**src/design/ced_pkg.sv**
```systemverilog
package ced_pkg;

  // image and output memory addressing, sized for up to 128x128
  typedef logic [7:0]  pixel_t;
  typedef logic [13:0] img_addr_t;
  typedef logic [13:0] out_addr_t;

  // gradient components are signed, magnitude is |gx|+|gy|
  typedef logic signed [12:0] grad_t;
  typedef logic [12:0]        mag_t;

  // window tap number, row-major from top-left, 0..8
  typedef logic [3:0] tap_idx_t;

  // direction codes as written to the output memory
  typedef enum logic [12:0] {
    ANG_0   = 13'd0,
    ANG_45  = 13'd45,
    ANG_90  = 13'd90,
    ANG_135 = 13'd135
  } angle_e;

  typedef struct packed {
    logic     valid;
    tap_idx_t idx;
    logic     last;
  } tap_t;

  typedef struct packed {
    grad_t gx;
    grad_t gy;
  } grad_pair_t;

  typedef struct packed {
    mag_t      mag;
    angle_e    ang;
    out_addr_t addr;
  } grad_word_t;

  // (gy << 16) / gx compared against tan 22.5 and tan 67.5 in 16.16
  localparam int RATIO_W = 29;
  localparam logic signed [RATIO_W-1:0] TAN_LO = 'h6A09;
  localparam logic signed [RATIO_W-1:0] TAN_HI = 'h26A09;

endpackage

```
**src/design/window_decode.sv**
```systemverilog
`timescale 1ns/1ns

module window_decode
  import ced_pkg::*;
#(
  parameter int IMG_SIZE = 128
) (
  input  logic      clk,
  input  logic      rst,
  input  logic      enable,
  output logic      ird,
  output img_addr_t iaddr,
  output tap_t      tap
);

  localparam int OUT_SIZE = IMG_SIZE - 2;
  localparam int CNT_W    = $clog2(IMG_SIZE);
  localparam img_addr_t ROW_STEP     = img_addr_t'(IMG_SIZE);
  localparam img_addr_t FIRST_CENTRE = img_addr_t'(IMG_SIZE + 1);
  localparam logic [CNT_W-1:0] LAST_POS = CNT_W'(OUT_SIZE - 1);

  typedef enum logic [1:0] {
    IDLE,
    RUN,
    FINISHED
  } state_e;

  state_e           state;
  tap_idx_t         tap_cnt;
  logic [CNT_W-1:0] col_cnt;
  logic [CNT_W-1:0] row_cnt;
  img_addr_t        centre;
  logic             last_tap;
  logic             last_col;
  logic             last_row;

  assign last_tap = (tap_cnt == 4'd8);
  assign last_col = (col_cnt == LAST_POS);
  assign last_row = (row_cnt == LAST_POS);
  assign ird      = (state == RUN);

  always_ff @(posedge clk or posedge rst) begin
    if (rst) begin
      state <= IDLE;
    end else begin
      case (state)
        IDLE: if (enable) state <= RUN;
        RUN: if (last_tap && last_col && last_row) state <= FINISHED;
        default: state <= FINISHED;
      endcase
    end
  end

  // walk the centre over the interior, skipping the two border columns
  always_ff @(posedge clk or posedge rst) begin
    if (rst) begin
      tap_cnt <= '0;
      col_cnt <= '0;
      row_cnt <= '0;
      centre  <= FIRST_CENTRE;
    end else if (ird) begin
      tap_cnt <= last_tap ? '0 : tap_cnt + 4'd1;
      if (last_tap) begin
        if (last_col) begin
          col_cnt <= '0;
          row_cnt <= row_cnt + 1'b1;
          centre  <= centre + img_addr_t'(3);
        end else begin
          col_cnt <= col_cnt + 1'b1;
          centre  <= centre + img_addr_t'(1);
        end
      end
    end
  end

  // tap offset around the centre
  always_comb begin
    case (tap_cnt)
      4'd0: iaddr = centre - ROW_STEP - img_addr_t'(1);
      4'd1: iaddr = centre - ROW_STEP;
      4'd2: iaddr = centre - ROW_STEP + img_addr_t'(1);
      4'd3: iaddr = centre - img_addr_t'(1);
      4'd5: iaddr = centre + img_addr_t'(1);
      4'd6: iaddr = centre + ROW_STEP - img_addr_t'(1);
      4'd7: iaddr = centre + ROW_STEP;
      4'd8: iaddr = centre + ROW_STEP + img_addr_t'(1);
      default: iaddr = centre;
    endcase
  end

  // delayed one cycle to line up with idata
  always_ff @(posedge clk or posedge rst) begin
    if (rst) begin
      tap <= '0;
    end else begin
      tap.valid <= ird;
      tap.idx   <= tap_cnt;
      tap.last  <= ird && last_tap;
    end
  end

  a_iaddr_in_image: assert property (@(posedge clk) disable iff (rst)
    ird |-> (int'(iaddr) < IMG_SIZE * IMG_SIZE))
    else $error("window_decode: iaddr %0d outside the image", iaddr);

endmodule

```
**src/design/sobel_execute.sv**
```systemverilog
`timescale 1ns/1ns

module sobel_execute
  import ced_pkg::*;
(
  input  logic       clk,
  input  logic       rst,
  input  pixel_t     idata,
  input  tap_t       tap,
  output grad_pair_t grad,
  output logic       grad_valid
);

  grad_t px;
  grad_t px2;
  grad_t wx;
  grad_t wy;
  grad_t sum_x;
  grad_t sum_y;
  grad_t base_x;
  grad_t base_y;
  grad_t next_x;
  grad_t next_y;

  // sample as a positive signed value, and doubled
  assign px  = {5'b0, idata};
  assign px2 = px <<< 1;

  // gx: -1 0 1 / -2 0 2 / -1 0 1
  // gy: -1 -2 -1 / 0 0 0 / 1 2 1
  always_comb begin
    wx = '0;
    wy = '0;
    case (tap.idx)
      4'd0: begin
        wx = -px;
        wy = -px;
      end
      4'd1: wy = -px2;
      4'd2: begin
        wx = px;
        wy = -px;
      end
      4'd3: wx = -px2;
      4'd5: wx = px2;
      4'd6: begin
        wx = -px;
        wy = px;
      end
      4'd7: wy = px2;
      4'd8: begin
        wx = px;
        wy = px;
      end
      default: begin
        wx = '0;
        wy = '0;
      end
    endcase
  end

  // sums start over on tap 0
  assign base_x = (tap.idx == 4'd0) ? '0 : sum_x;
  assign base_y = (tap.idx == 4'd0) ? '0 : sum_y;
  assign next_x = base_x + wx;
  assign next_y = base_y + wy;

  always_ff @(posedge clk) begin
    if (tap.valid) begin
      sum_x <= next_x;
      sum_y <= next_y;
    end
    if (tap.valid && tap.last) begin
      grad.gx <= next_x;
      grad.gy <= next_y;
    end
  end

  always_ff @(posedge clk or posedge rst) begin
    if (rst) begin
      grad_valid <= 1'b0;
    end else begin
      grad_valid <= tap.valid && tap.last;
    end
  end

  // a window arrives as nine taps back to back
  a_taps_in_order: assert property (@(posedge clk) disable iff (rst)
    tap.valid && !tap.last |=> tap.valid && (tap.idx == $past(tap.idx) + 4'd1))
    else $error("sobel_execute: tap sequence broken after tap %0d", $past(tap.idx));

endmodule

```
**src/design/gradient_result.sv**
```systemverilog
`timescale 1ns/1ns

module gradient_result
  import ced_pkg::*;
#(
  parameter int IMG_SIZE = 128
) (
  input  logic       clk,
  input  logic       rst,
  input  grad_pair_t grad,
  input  logic       grad_valid,
  output logic       grad_wr,
  output grad_word_t grad_out,
  output logic       done
);

  localparam int OUT_SIZE = IMG_SIZE - 2;
  localparam out_addr_t LAST_ADDR = out_addr_t'(OUT_SIZE * OUT_SIZE - 1);

  grad_t                     gx;
  grad_t                     gy;
  mag_t                      abs_gx;
  mag_t                      abs_gy;
  mag_t                      mag;
  logic signed [RATIO_W-1:0] dividend;
  logic signed [RATIO_W-1:0] divisor;
  logic signed [RATIO_W-1:0] ratio;
  angle_e                    ang;
  out_addr_t                 wr_addr;

  assign gx = grad.gx;
  assign gy = grad.gy;

  // magnitude |gx|+|gy|
  assign abs_gx = gx[12] ? mag_t'(-gx) : mag_t'(gx);
  assign abs_gy = gy[12] ? mag_t'(-gy) : mag_t'(gy);
  assign mag    = abs_gx + abs_gy;

  // slope gy/gx in 16.16, truncated toward zero
  // divisor forced to 1 when gx is zero
  // the sector rule settles gx zero before the ratio is used
  assign dividend = {gy, 16'b0};
  assign divisor  = (gx == '0) ? 1 : gx;
  assign ratio    = dividend / divisor;

  // sector classification
  always_comb begin
    if (gx == '0 && gy == '0) begin
      ang = ANG_0;
    end else if (gx == '0) begin
      ang = ANG_90;
    end else if (ratio > -TAN_LO && ratio < TAN_LO) begin
      ang = ANG_0;
    end else if (ratio >= TAN_LO && ratio <= TAN_HI) begin
      ang = ANG_45;
    end else if (ratio >= -TAN_HI && ratio <= -TAN_LO) begin
      ang = ANG_135;
    end else begin
      ang = ANG_90;
    end
  end

  // write strobe, address counter, done flag
  always_ff @(posedge clk or posedge rst) begin
    if (rst) begin
      grad_wr <= 1'b0;
      wr_addr <= '0;
      done    <= 1'b0;
    end else begin
      grad_wr <= grad_valid;
      if (grad_valid) begin
        wr_addr <= wr_addr + out_addr_t'(1);
      end
      if (grad_wr && grad_out.addr == LAST_ADDR) begin
        done <= 1'b1;
      end
    end
  end

  // output word, held between writes
  always_ff @(posedge clk or posedge rst) begin
    if (rst) begin
      grad_out.mag  <= '0;
      grad_out.ang  <= ANG_0;
      grad_out.addr <= '0;
    end else if (grad_valid) begin
      grad_out.mag  <= mag;
      grad_out.ang  <= ang;
      grad_out.addr <= wr_addr;
    end
  end

  a_no_write_after_done: assert property (@(posedge clk) disable iff (rst)
    done |-> !grad_wr)
    else $error("gradient_result: write at address %0d after done", grad_out.addr);

  a_ang_code: assert property (@(posedge clk) disable iff (rst)
    grad_out.ang inside {ANG_0, ANG_45, ANG_90, ANG_135})
    else $error("gradient_result: illegal angle code %0d", grad_out.ang);

endmodule

```
**src/design/ced_top.sv**
```systemverilog
`timescale 1ns/1ns

module ced_top
  import ced_pkg::*;
#(
  parameter int IMG_SIZE = 128
) (
  input  logic       clk,
  input  logic       rst,
  input  logic       enable,
  output logic       ird,
  output img_addr_t  iaddr,
  input  pixel_t     idata,
  output logic       grad_wr,
  output grad_word_t grad_out,
  output logic       done
);

  // tap info travels with the returning sample
  tap_t       tap;
  grad_pair_t grad;
  logic       grad_valid;

  // window address walker on the image read port
  window_decode #(
    .IMG_SIZE (IMG_SIZE)
  ) u_window_decode (
    .clk    (clk),
    .rst    (rst),
    .enable (enable),
    .ird    (ird),
    .iaddr  (iaddr),
    .tap    (tap)
  );

  // gx/gy accumulation over the nine taps
  sobel_execute u_sobel_execute (
    .clk        (clk),
    .rst        (rst),
    .idata      (idata),
    .tap        (tap),
    .grad       (grad),
    .grad_valid (grad_valid)
  );

  // magnitude, direction and output write
  gradient_result #(
    .IMG_SIZE (IMG_SIZE)
  ) u_gradient_result (
    .clk        (clk),
    .rst        (rst),
    .grad       (grad),
    .grad_valid (grad_valid),
    .grad_wr    (grad_wr),
    .grad_out   (grad_out),
    .done       (done)
  );

endmodule

```
**config.mk**
```make
export PLATFORM = sky130hd
export DESIGN_NAME = ced_top
export DESIGN_NICKNAME = d
export VERILOG_FILES = /design/src/design/ced_pkg.sv /design/src/design/window_decode.sv /design/src/design/sobel_execute.sv /design/src/design/gradient_result.sv /design/src/design/ced_top.sv
export SDC_FILE = /design/constraint.sdc
export NUM_CORES = 1
export LEC_CHECK = 0
export BUFFER_PORTS_ARGS = -buffer_cell sky130_fd_sc_hd__buf_2
export CAP_MARGIN = 25
export CORE_UTILIZATION = 40
export CTS_CLUSTER_DIAMETER = 80
export DETAILED_ROUTE_END_ITERATION = 12
export SYNTH_ARGS = -nofsm -noshare
export SYNTH_HDL_FRONTEND = slang
export SYNTH_SLANG_ARGS = --single-unit
export TNS_END_PERCENT = 100
```
**constraint.sdc**
```tcl
create_clock -name clk -period 90.4 [get_ports clk]
set_input_delay 18.08 -clock clk [delete_from_list [all_inputs] [get_ports clk]]
set_output_delay 18.08 -clock clk [all_outputs]
set_load 0.02 [all_outputs]
```
Yosys cells after proc, flatten, opt, wreduce, memory -nomap -nowiden
Cells that the tools add are included.
{"block": "totals", "register_bits": 149, "latch_bits": 0, "mem_bits_rw": 0, "rom_bits": 0, "in_bits": 11, "wordCells": 106, "memories": 0}
{"block": "classes", "add_sub_neg": 20, "n_mul": 0, "div": 1, "magnitude_cmp": 6, "eq_ne": 20, "shift": 0, "muxes": 19, "bitwise_logic": 0, "reduce_logical": 21}
{"operator": "one-hot mux 14 bit (8 select lines)", "count": 1}
{"operator": "two-way mux 13 bit", "count": 8}
{"operator": "one-hot mux 13 bit (4 select lines)", "count": 2}
{"operator": "adder 14 x 1 -> 14 bit, second input constant", "count": 4}
{"operator": "subtractor 14 x 1 -> 14 bit, second input constant", "count": 3}
{"operator": "adder 13 bit", "count": 3}
{"operator": "divider 29 x 29 -> 29 bit", "count": 1}
{"operator": "greater-or-equal comparator 29 x 16 -> 1 bit, second input constant", "count": 1}
{"operator": "greater-or-equal comparator 29 x 19 -> 1 bit, second input constant", "count": 1}
{"operator": "greater-than comparator 29 x 16 -> 1 bit, second input constant", "count": 1}
{"operator": "<= comparator 29 x 16 -> 1 bit, second input constant", "count": 1}
{"operator": "<= comparator 29 x 19 -> 1 bit, second input constant", "count": 1}
{"operator": "less-than comparator 29 x 16 -> 1 bit, second input constant", "count": 1}
{"operator": "two-way mux 29 bit", "count": 1}
{"operator": "logical NOT 13 bit", "count": 2}
{"operator": "negation 13 bit", "count": 2}
{"operator": "== test 4 x 3 -> 1 bit, second input constant", "count": 6}
{"operator": "== test 4 x 2 -> 1 bit, second input constant", "count": 4}
{"operator": "adder 14 x 2 -> 14 bit, second input constant", "count": 1}
{"operator": "adder 14 x 8 -> 14 bit, second input constant", "count": 1}
{"operator": "adder 7 x 1 -> 7 bit, second input constant", "count": 2}
{"operator": "== test 14 bit, second input constant", "count": 1}
{"operator": "== test 7 bit, second input constant", "count": 2}
{"operator": "two-way mux 14 bit", "count": 1}
{"operator": "19 further kinds", "count": 36}

Longest topological paths before layout
Gate-level depths: netlist of run 1.
{"block": "logic_depth", "ltp_word": 10, "depth_mapped": 338}

By module
A second synthesis of run 1 with hierarchy kept.
{"block": "hier_totals", "cells_unflattened": 5000, "hier_area_um2": 36318.6}
{"module": "gradient_result", "instances": 1, "cells_each": 4208, "area_per_inst_um2": 29137.9}
{"module": "sobel_execute", "instances": 1, "cells_each": 369, "area_per_inst_um2": 3707.3}
{"module": "window_decode", "instances": 1, "cells_each": 423, "area_per_inst_um2": 3473.3}

Worst setup path before layout of run 1
Ideal clock, no wire load.
{"block": "synth_timing", "kind": "register -> register", "from": "register u_sobel_execute.grad[13] (netlist name)", "to": "register u_gradient_result.grad_out[19] (netlist name)", "arrival_time_ns": 68.114, "setup_slack_ns": 22.166, "path_stages_with_launch": 306, "period_less_slack_ns": 68.234, "cell_sequence": "edfxtp_1 -> clkbuf_1 -> inv_1 -> ha_1 -> or3b_1 -> o41ai_4 -> inv_2 -> clkbuf_1 -> clkbuf_1 -> clkbuf_1 -> clkbuf_1 -> buf_1 -> ha_1 -> clkbuf_1 -> nor2b_1 -> xnor2_1 -> o221ai_1 -> or2_2 -> (+270 left out) -> ha_1 -> o21a_1 -> a21oi_1 -> o2111ai_1 -> nor3_1 -> a31o_2 -> ha_1 -> nand3_1 -> nor4_2 -> nand2_1 -> buf_2 -> o31ai_2 -> xor2_1 -> nand2_1 -> nand4b_1 -> nor4_2 -> nor3_1 -> a31o_1"}
{"block": "synth_via", "elab_chain_len": 9, "word_cells_on_any_way": 14, "classes_between": "1 x div; 4 x order compare; 5 x mux; 4 x reduce/logical"}
{"item": "logical NOT 13 bit", "line": "gradient_result.sv:43, gradient_result.sv:48, gradient_result.sv:50"}
{"item": "two-way mux 29 bit", "line": "gradient_result.sv:43", "text": "assign divisor = (gx == '0) ? 1 : gx;"}
{"item": "divider 29 x 29 -> 29 bit", "line": "gradient_result.sv:44", "text": "assign ratio = dividend / divisor;"}
{"item": "greater-or-equal comparator 29 x 16 -> 1 bit / <= comparator 29 x 19 -> 1 bit (equally long branches)", "line": "gradient_result.sv:54", "text": "end else if (ratio >= TAN_LO && ratio <= TAN_HI) begin"}
{"item": "logical AND 1 bit", "line": "gradient_result.sv:54"}
{"item": "two-way mux 13 bit", "line": "gradient_result.sv:54"}
{"item": "two-way mux 13 bit", "line": "gradient_result.sv:52", "text": "end else if (ratio > -TAN_LO && ratio < TAN_LO) begin"}
{"item": "two-way mux 13 bit", "line": "gradient_result.sv:50", "text": "end else if (gx == '0) begin"}
{"item": "two-way mux 13 bit *", "line": "gradient_result.sv:48", "text": "if (gx == '0 && gy == '0) begin"}
Mark *: on every way between the ends. The rest lies on a longest branch, timed or not.
A chain may end at the register's enable or synchronous reset.

Worst setup path in the final report of run 1
{"block": "layout_timing", "from": "register u_sobel_execute.grad[13] (netlist name)", "to": "register u_gradient_result.grad_out[19] (netlist name)"}
{"block": "layout_via", "elab_chain_len": 9, "word_cells_on_any_way": 14, "classes_between": "1 x div; 4 x order compare; 5 x mux; 4 x reduce/logical"}
{"item": "logical NOT 13 bit", "line": "gradient_result.sv:43, gradient_result.sv:48, gradient_result.sv:50"}
{"item": "two-way mux 29 bit", "line": "gradient_result.sv:43"}
{"item": "divider 29 x 29 -> 29 bit", "line": "gradient_result.sv:44"}
{"item": "greater-or-equal comparator 29 x 16 -> 1 bit / <= comparator 29 x 19 -> 1 bit (equally long branches)", "line": "gradient_result.sv:54"}
{"item": "logical AND 1 bit", "line": "gradient_result.sv:54"}
{"item": "two-way mux 13 bit", "line": "gradient_result.sv:54"}
{"item": "two-way mux 13 bit", "line": "gradient_result.sv:52"}
{"item": "two-way mux 13 bit", "line": "gradient_result.sv:50"}
{"item": "two-way mux 13 bit *", "line": "gradient_result.sv:48"}
Marks and branches as above.

==> flow_summary.yaml, run 1 <==
worst_hold_path:
  min_path_type: "register to register"
  min-delay-start: "u_window_decode.row_cnt[6]"
  holdPathEnd: "u_window_decode.row_cnt[6]"
  hold_path_depth: 1
die:
  coreArea_sq_um: 87160
  ioPinCount: 68
  dieArea_sq_um: 89560
  die_y_microns: 299.3
  initial_core_util_pct: 40.55
  rows: 108
  die_w_microns: 299.3
sta:
  rsz0062_at_grt: "false"
  slew_headroom_pct: 17.49
  final.period_utilization_pct: 89.40
  hold_viol: 0
  maxSlewViolCount: 0
  fmax_mhz: 12.37
  tns_ns: 0
  setup_viol: 0
  worstMarginPinSlew_ns: 1.222
  period_needed_ns: 80.82
  fin_skew_ns: 0.01698
cells_and_area:
  layout_commonest_cell: "nand2_1"
  nFillCells: 9069
  syn_to_final_growth_pct: 7.950
  seqCellArea_sq_um: 3817
  drive_gt1_share_pct: 7.461
  diodes: 0
  nets: 5476
  layout_common_cells: "nand2_1, ha_1, a21oi_1"
  multiInputGateArea_sq_um: 30740
clock_tree:
  hold_buffers: 0
  h-tree-depth: 4
  cts-resized-gates: 0
  clockBufferDepth: 2
  cts_setup_buffers: 0
  cts_inserted_buffers: 17
  clock_latency_ns: 0.45
  tritoncts: "done"
  cts_root_buf: "clkbuf_16"
  cts_sinks: 142
  path_clk_slew_ns: 0.07
yosys:
  synth-edff-count: 52
  ys_ff_latch: 142
  yosys_warnings: 0
  synth_ff_type: "dfrtp_1"
  synth.distinct_cells: 102
  avgSynthCellArea_sq_um: 7.219
  netlist_area_sq_um: 35350
  synth_seq_area_share_pct: 10.80
  async_flop_share_pct: 63.38
  syn_inst: 4896
critical_path:
  worst-setup-path-type: "register to register"
  critPathArrivalTime_ns: 81.15
  worst_path_most_repeated_cell: "ha_1"
  regToRegStartpoint: "u_sobel_execute.grad[13]"
  path_buf_inv: 20
  critical-path-max-stage-delay_ns: 1.02
  regToRegSetupSlack_ns: 9.58
  rr_endpoint: "u_gradient_result.grad_out[19]"
  critPathSlowestCell: "o32ai_1"
  path_max_fanout: 30
  cp-start-kind: "register"
  critPathRequiredTime_ns: 90.73
  r2r_cells: 270
  crit_path_end_kind: "register"
  cp_top_family: "compound AO/OA/AOI/OAI gates"
global_routing:
  grt_max_degree: 56
  grt_remaining_overflow: 0
  grt_pass1_vias: 34859
  global_route.usage.total_pct: 28.19
  antenna_found_initial: 2
  grt_pass1_wl_microns: 201100
routing:
  drtPass1Iterations: 6
  drt_iter0_drc: 3626
  routed_via_density: 6.131
  drc_errors: 0
  ant_nets: 0
  vias: 37730
  wl_microns: 131500
  routedWlPerCell_microns: 21.37
outcome:
  status: "complete, no violations"
placement:
  routabilityCongestion: 0.9884
  numPortBuffers: 62
  hpwl_microns: 103800
job:
  maxCapViolCount: 0
## cell type report
cell class                      instances  area share (%)
Inverter                              205           2.023
Sequential cell                       142           10.00
Clock buffer                           17           1.115
Timing Repair Buffer                  123           2.066
Clock inverter                         15          0.4296
Tap cell                             1155           3.787
Multi-Input combinational cell       4497           80.57
## cells by family (layout without fill, tap and decap cells)
kind of cell               after synthesis  after routing  share of synthesized area (%)
AOI/OAI and AO/OA                     1664           1664                          31.05
xor gates and xnor gates               443            443                          10.98
buffers and inverters                  396            360                          4.311
DFF                                    142            142                          10.80
adders and majority gates              480            480                          17.07
other                                    2            141                        0.02125
and+or+nand+nor                       1652           1652                          22.17
muxes                                  117            117                          3.611
## how the worst max path moves through the flow
stage,from,endpoint,slack [ns],cells after the start
2_1_floorplan,u_sobel_execute.grad[13],u_gradient_result.grad_out[19],22.17,305
4_1_cts,u_sobel_execute.grad[13],u_gradient_result.grad_out[19],11.37,270
5_1_grt,u_sobel_execute.grad[13],u_gradient_result.grad_out[16],4.32,278
6_report,u_sobel_execute.grad[13],u_gradient_result.grad_out[19],9.58,270
3_5_place_dp,u_sobel_execute.grad[13],u_gradient_result.grad_out[19],11.55,270
3_3_place_gp,u_sobel_execute.grad[13],u_gradient_result.grad_out[17],11.84,275
## worst reg2reg max path: cells and delay by family (launching register included)
| family | cells | cell delay [ns] |
|---|---|---|
| adders and majority gates | 30 | 9.67 |
| xor gates and xnor gates | 1 | 0.11 |
| DFF | 1 | 0.58 |
| buffers and inverters | 20 | 4.99 |
| AOI/OAI and AO/OA | 123 | 38.07 |
| and+or+nand+nor | 93 | 26.25 |
| muxes | 3 | 1.11 |
## flip-flops by register name (all words and copies together) (netlist names)
register,cells
u_gradient_result.wr_addr,14
u_gradient_result.grad_out,33
u_sobel_execute.sum_x,13
u_window_decode.tap,6
u_window_decode.centre,14
u_gradient_result.done,1
u_sobel_execute.grad,26
u_gradient_result.grad_wr,1
u_window_decode.row_cnt,7
u_window_decode.col_cnt,7
u_window_decode.tap_cnt,4
u_sobel_execute.sum_y,13
u_window_decode.state,2
u_sobel_execute.grad_valid,1
## per-stage QoR
stage	utilization [%]	instance area (sq um)	std cells	setup WS, ns	hold WS, ns
floorplan	-	35870	5035	22.17	0.3519
global placement	43.05	37520	6119	11.84	0.4447
detailed placement	43.07	37540	6121	11.55	0.4533
CTS	43.75	38130	6153	11.37	0.4697
global route	43.78	38160	6154	4.316	0.4908
finish	43.78	38160	6154	9.582	0.4659
## cells in the mapped netlist (12+ instances only)
library cell  count  area share [%]
nand2_1         493             5.2
inv_1           202             2.1
edfxtp_1         52             4.4
a31oi_1          87             1.5
nor3b_1          14            0.30
a311oi_1         14            0.35
nand3_1         132             1.9
dfrtp_1          88             6.2
or2_2            45            0.80
and4_1           16            0.40
ha_1            475              17
o31ai_1          47             1.0
a221oi_1         20            0.50
a21boi_0         16            0.34
o21bai_1         68             1.4
o2111ai_1        17            0.42
o211ai_1         60             1.3
mux2_2           84             2.7
nor3_1          130             1.8
xnor2_1         309             7.7
o31a_1           16            0.40
and3_1           59             1.0
mux2i_1          33            0.93
xor2_1          134             3.3
a31o_2           24            0.59
o21a_1           68             1.4
nor2b_1          33            0.58
a221o_1          16            0.45
nor4_1           29            0.51
o22ai_1          28            0.50
a211o_1          27            0.67
a211oi_1         57             1.2
a21o_1          168             3.6
nand4_1          64             1.1
buf_1            23            0.24
a21oi_1         458             6.5
clkbuf_1        157             1.7
nor2_1          444             4.7
nand2b_1         44            0.78
a22oi_1          12            0.25
or3_1            44            0.78
o21ai_0         308             4.4
and2_1           62             1.1
## per-layer routing
layer / part of all wire, % / vias up / global-route usage [%]
met3: 7.2 / 244 / 3.551
met4: 3.3 / 2 / 8.564
li1: - / 18288 / -
met5: 0.0099 / - / 0
met1: 44 / 17762 / 37.77
met2: 45 / 1434 / 46.94
Power of run 1 is not shown: default switching activity piles up to over one toggle a cycle in this logic, so the estimate is an artifact.
==> inputs of run 2 (changes only) <==
PLACE_DENSITY_LB_ADDON = 0.1   (was not set)
==> run 2 against run 1 <==
  * Via count decreased by 0.78%
  * Utilization about the same
  * Critical path depth increased by 7
  * Largest cell class unchanged
  * Critical path type unchanged
==> flow_summary.yaml, run 2 (synthesis gave the netlist of run 1 again) <==
outcome:
  status: "complete, no violations"
sta:
  fmax_mhz: 12.34
  maxSlewViolCount: 0
  slew_headroom_pct: 30.49
  fin_skew_ns: 0.008094
  setup_viol: 0
  final.period_utilization_pct: 89.67
  setup_ws_ns: 9.341
  hold_ws_ns: 0.4610
  period_needed_ns: 81.06
  rsz0062_at_grt: "false"
  hold_viol: 0
  tns_ns: 0
  worstMarginPinSlew_ns: 1.039
clock_tree:
  h-tree-depth: 4
  tritoncts: "done"
  clock_latency_ns: 0.44
  cts_setup_buffers: 0
  cts-resized-gates: 0
  cts_root_buf: "clkbuf_16"
  hold_buffers: 0
  path_clk_slew_ns: 0.06
  clockBufferDepth: 2
  cts_inserted_buffers: 17
  cts_sinks: 142
cells_and_area:
  layout_common_cells: "nand2_1, ha_1, a21oi_1"
  layout_commonest_cell: "nand2_1"
  drive_gt1_share_pct: 7.439
  largest_register: "u_gradient_result.grad_out"
  nFillCells: 9151
  nets: 5478
  top_regs: "u_gradient_result.grad_out (33), u_sobel_execute.grad (26)"
  seqCellArea_sq_um: 3817
  multiInputGateArea_sq_um: 30740
  largest_register_ffs: 33
  syn_to_final_growth_pct: 8.057
die:
  die_y_microns: 299.3
  rows: 108
  die_w_microns: 299.3
  ioPinCount: 68
  initial_core_util_pct: 40.55
  coreArea_sq_um: 87160
  dieArea_sq_um: 89560
routing:
  wl_microns: 132500
  vias: 37435
  drc_errors: 0
  routed_via_density: 6.079
  ant_nets: 0
  routedWlPerCell_microns: 21.52
  drt_iter0_drc: 2928
  drtPass1Iterations: 5
placement:
  hpwl_microns: 105000
  numPortBuffers: 62
  routabilityCongestion: 0.9928
  dpl_worst_slack_ns: 10.85
global_routing:
  grt_remaining_overflow: 0
  grt_pass1_wl_microns: 203100
  grt_pass1_vias: 34750
  antenna_found_initial: 3
  grt_max_degree: 72
  global_route.usage.total_pct: 28.62
critical_path:
  worst_path_most_repeated_cell: "ha_1"
  cp-start-kind: "register"
  crit_path_end_kind: "register"
  critical-path-max-stage-delay_ns: 0.89
  path_max_fanout: 32
  critPathRequiredTime_ns: 90.73
  critPathArrivalTime_ns: 81.39
  worst-setup-path-type: "register to register"
  critPathSlowestCell: "clkinv_1"
worst_hold_path:
  min_path_type: "register to register"
job:
  maxCapViolCount: 0
[run 2: changes by cell type in the layout (fill, tap and decap cells not counted), sizes merged]
cell          previous run  this run
diode                    0         2
clkinv                   5         6
dlymetal6s2s             0         1
inv                    214       208
buf                    123       124
bufinv                   1         2
clkinvlp                 0         1
clkbuf                  17        20
[run 2: path summary, 6_finish.rpt]
| kind | endpoint | slack (ns) | cells after the start | start |
|---|---|---|---|---|
| max | u_gradient_result.grad_out[19] | 9.34 | 277 | u_sobel_execute.grad[13] |
| min | u_window_decode.tap[2] | 0.46 | 0 | u_window_decode.tap_cnt[1] |
| max reg2reg | u_gradient_result.grad_out[19] | 9.34 | 277 | u_sobel_execute.grad[13] |
| min reg2reg | u_window_decode.tap[2] | 0.46 | 0 | u_window_decode.tap_cnt[1] |
| max in group asynchronous | u_sobel_execute.grad_valid | 71.59 | 3 | rst |
| min in group asynchronous | u_gradient_result.grad_out[39] | 17.59 | 2 | rst |
[run 2: worst max-delay path: cells and delay by family (launching register included)]
kind,cells,cell delay (ns)
AO/OA/AOI/OAI,129,37.86
AND/OR/NAND/NOR,89,25.09
adder cells (fa/ha/maj),31,9.83
buffers and inverters,24,5.83
multiplexers,3,1.03
flip-flops,1,0.62
XOR/XNOR,1,0.42
[run 2: cell type report]
type	count	area share, %
Clock inverter	12	0.3767
Clock buffer	20	1.255
Tap cell	1155	3.784
Inverter	205	2.021
Timing Repair Buffer	125	2.064
Antenna cell	2	0.01310
Sequential cell	142	9.995
Multi-Input combinational cell	4497	80.49
[run 2: through the flow]
| stage | instances | instance area [sq um] | util (%) |
|---|---|---|---|
| floorplan | 5035 | 35870 | - |
| global placement | 6123 | 37550 | 43.09 |
| detailed placement | 6123 | 37550 | 43.09 |
| CTS | 6155 | 38180 | 43.80 |
| global route | 6156 | 38190 | 43.82 |
| finish | 6158 | 38190 | 43.82 |
[run 2: metal layers]
layer	GRT usage (%)	vias up	share of wire, %
li1	-	18296	-
met1	38.38	17648	45
met2	47.92	1246	46
met3	2.334	241	5.7
met4	10.11	4	3.6
met5	0	-	0.020
Power of run 2 is left out for the same reason.
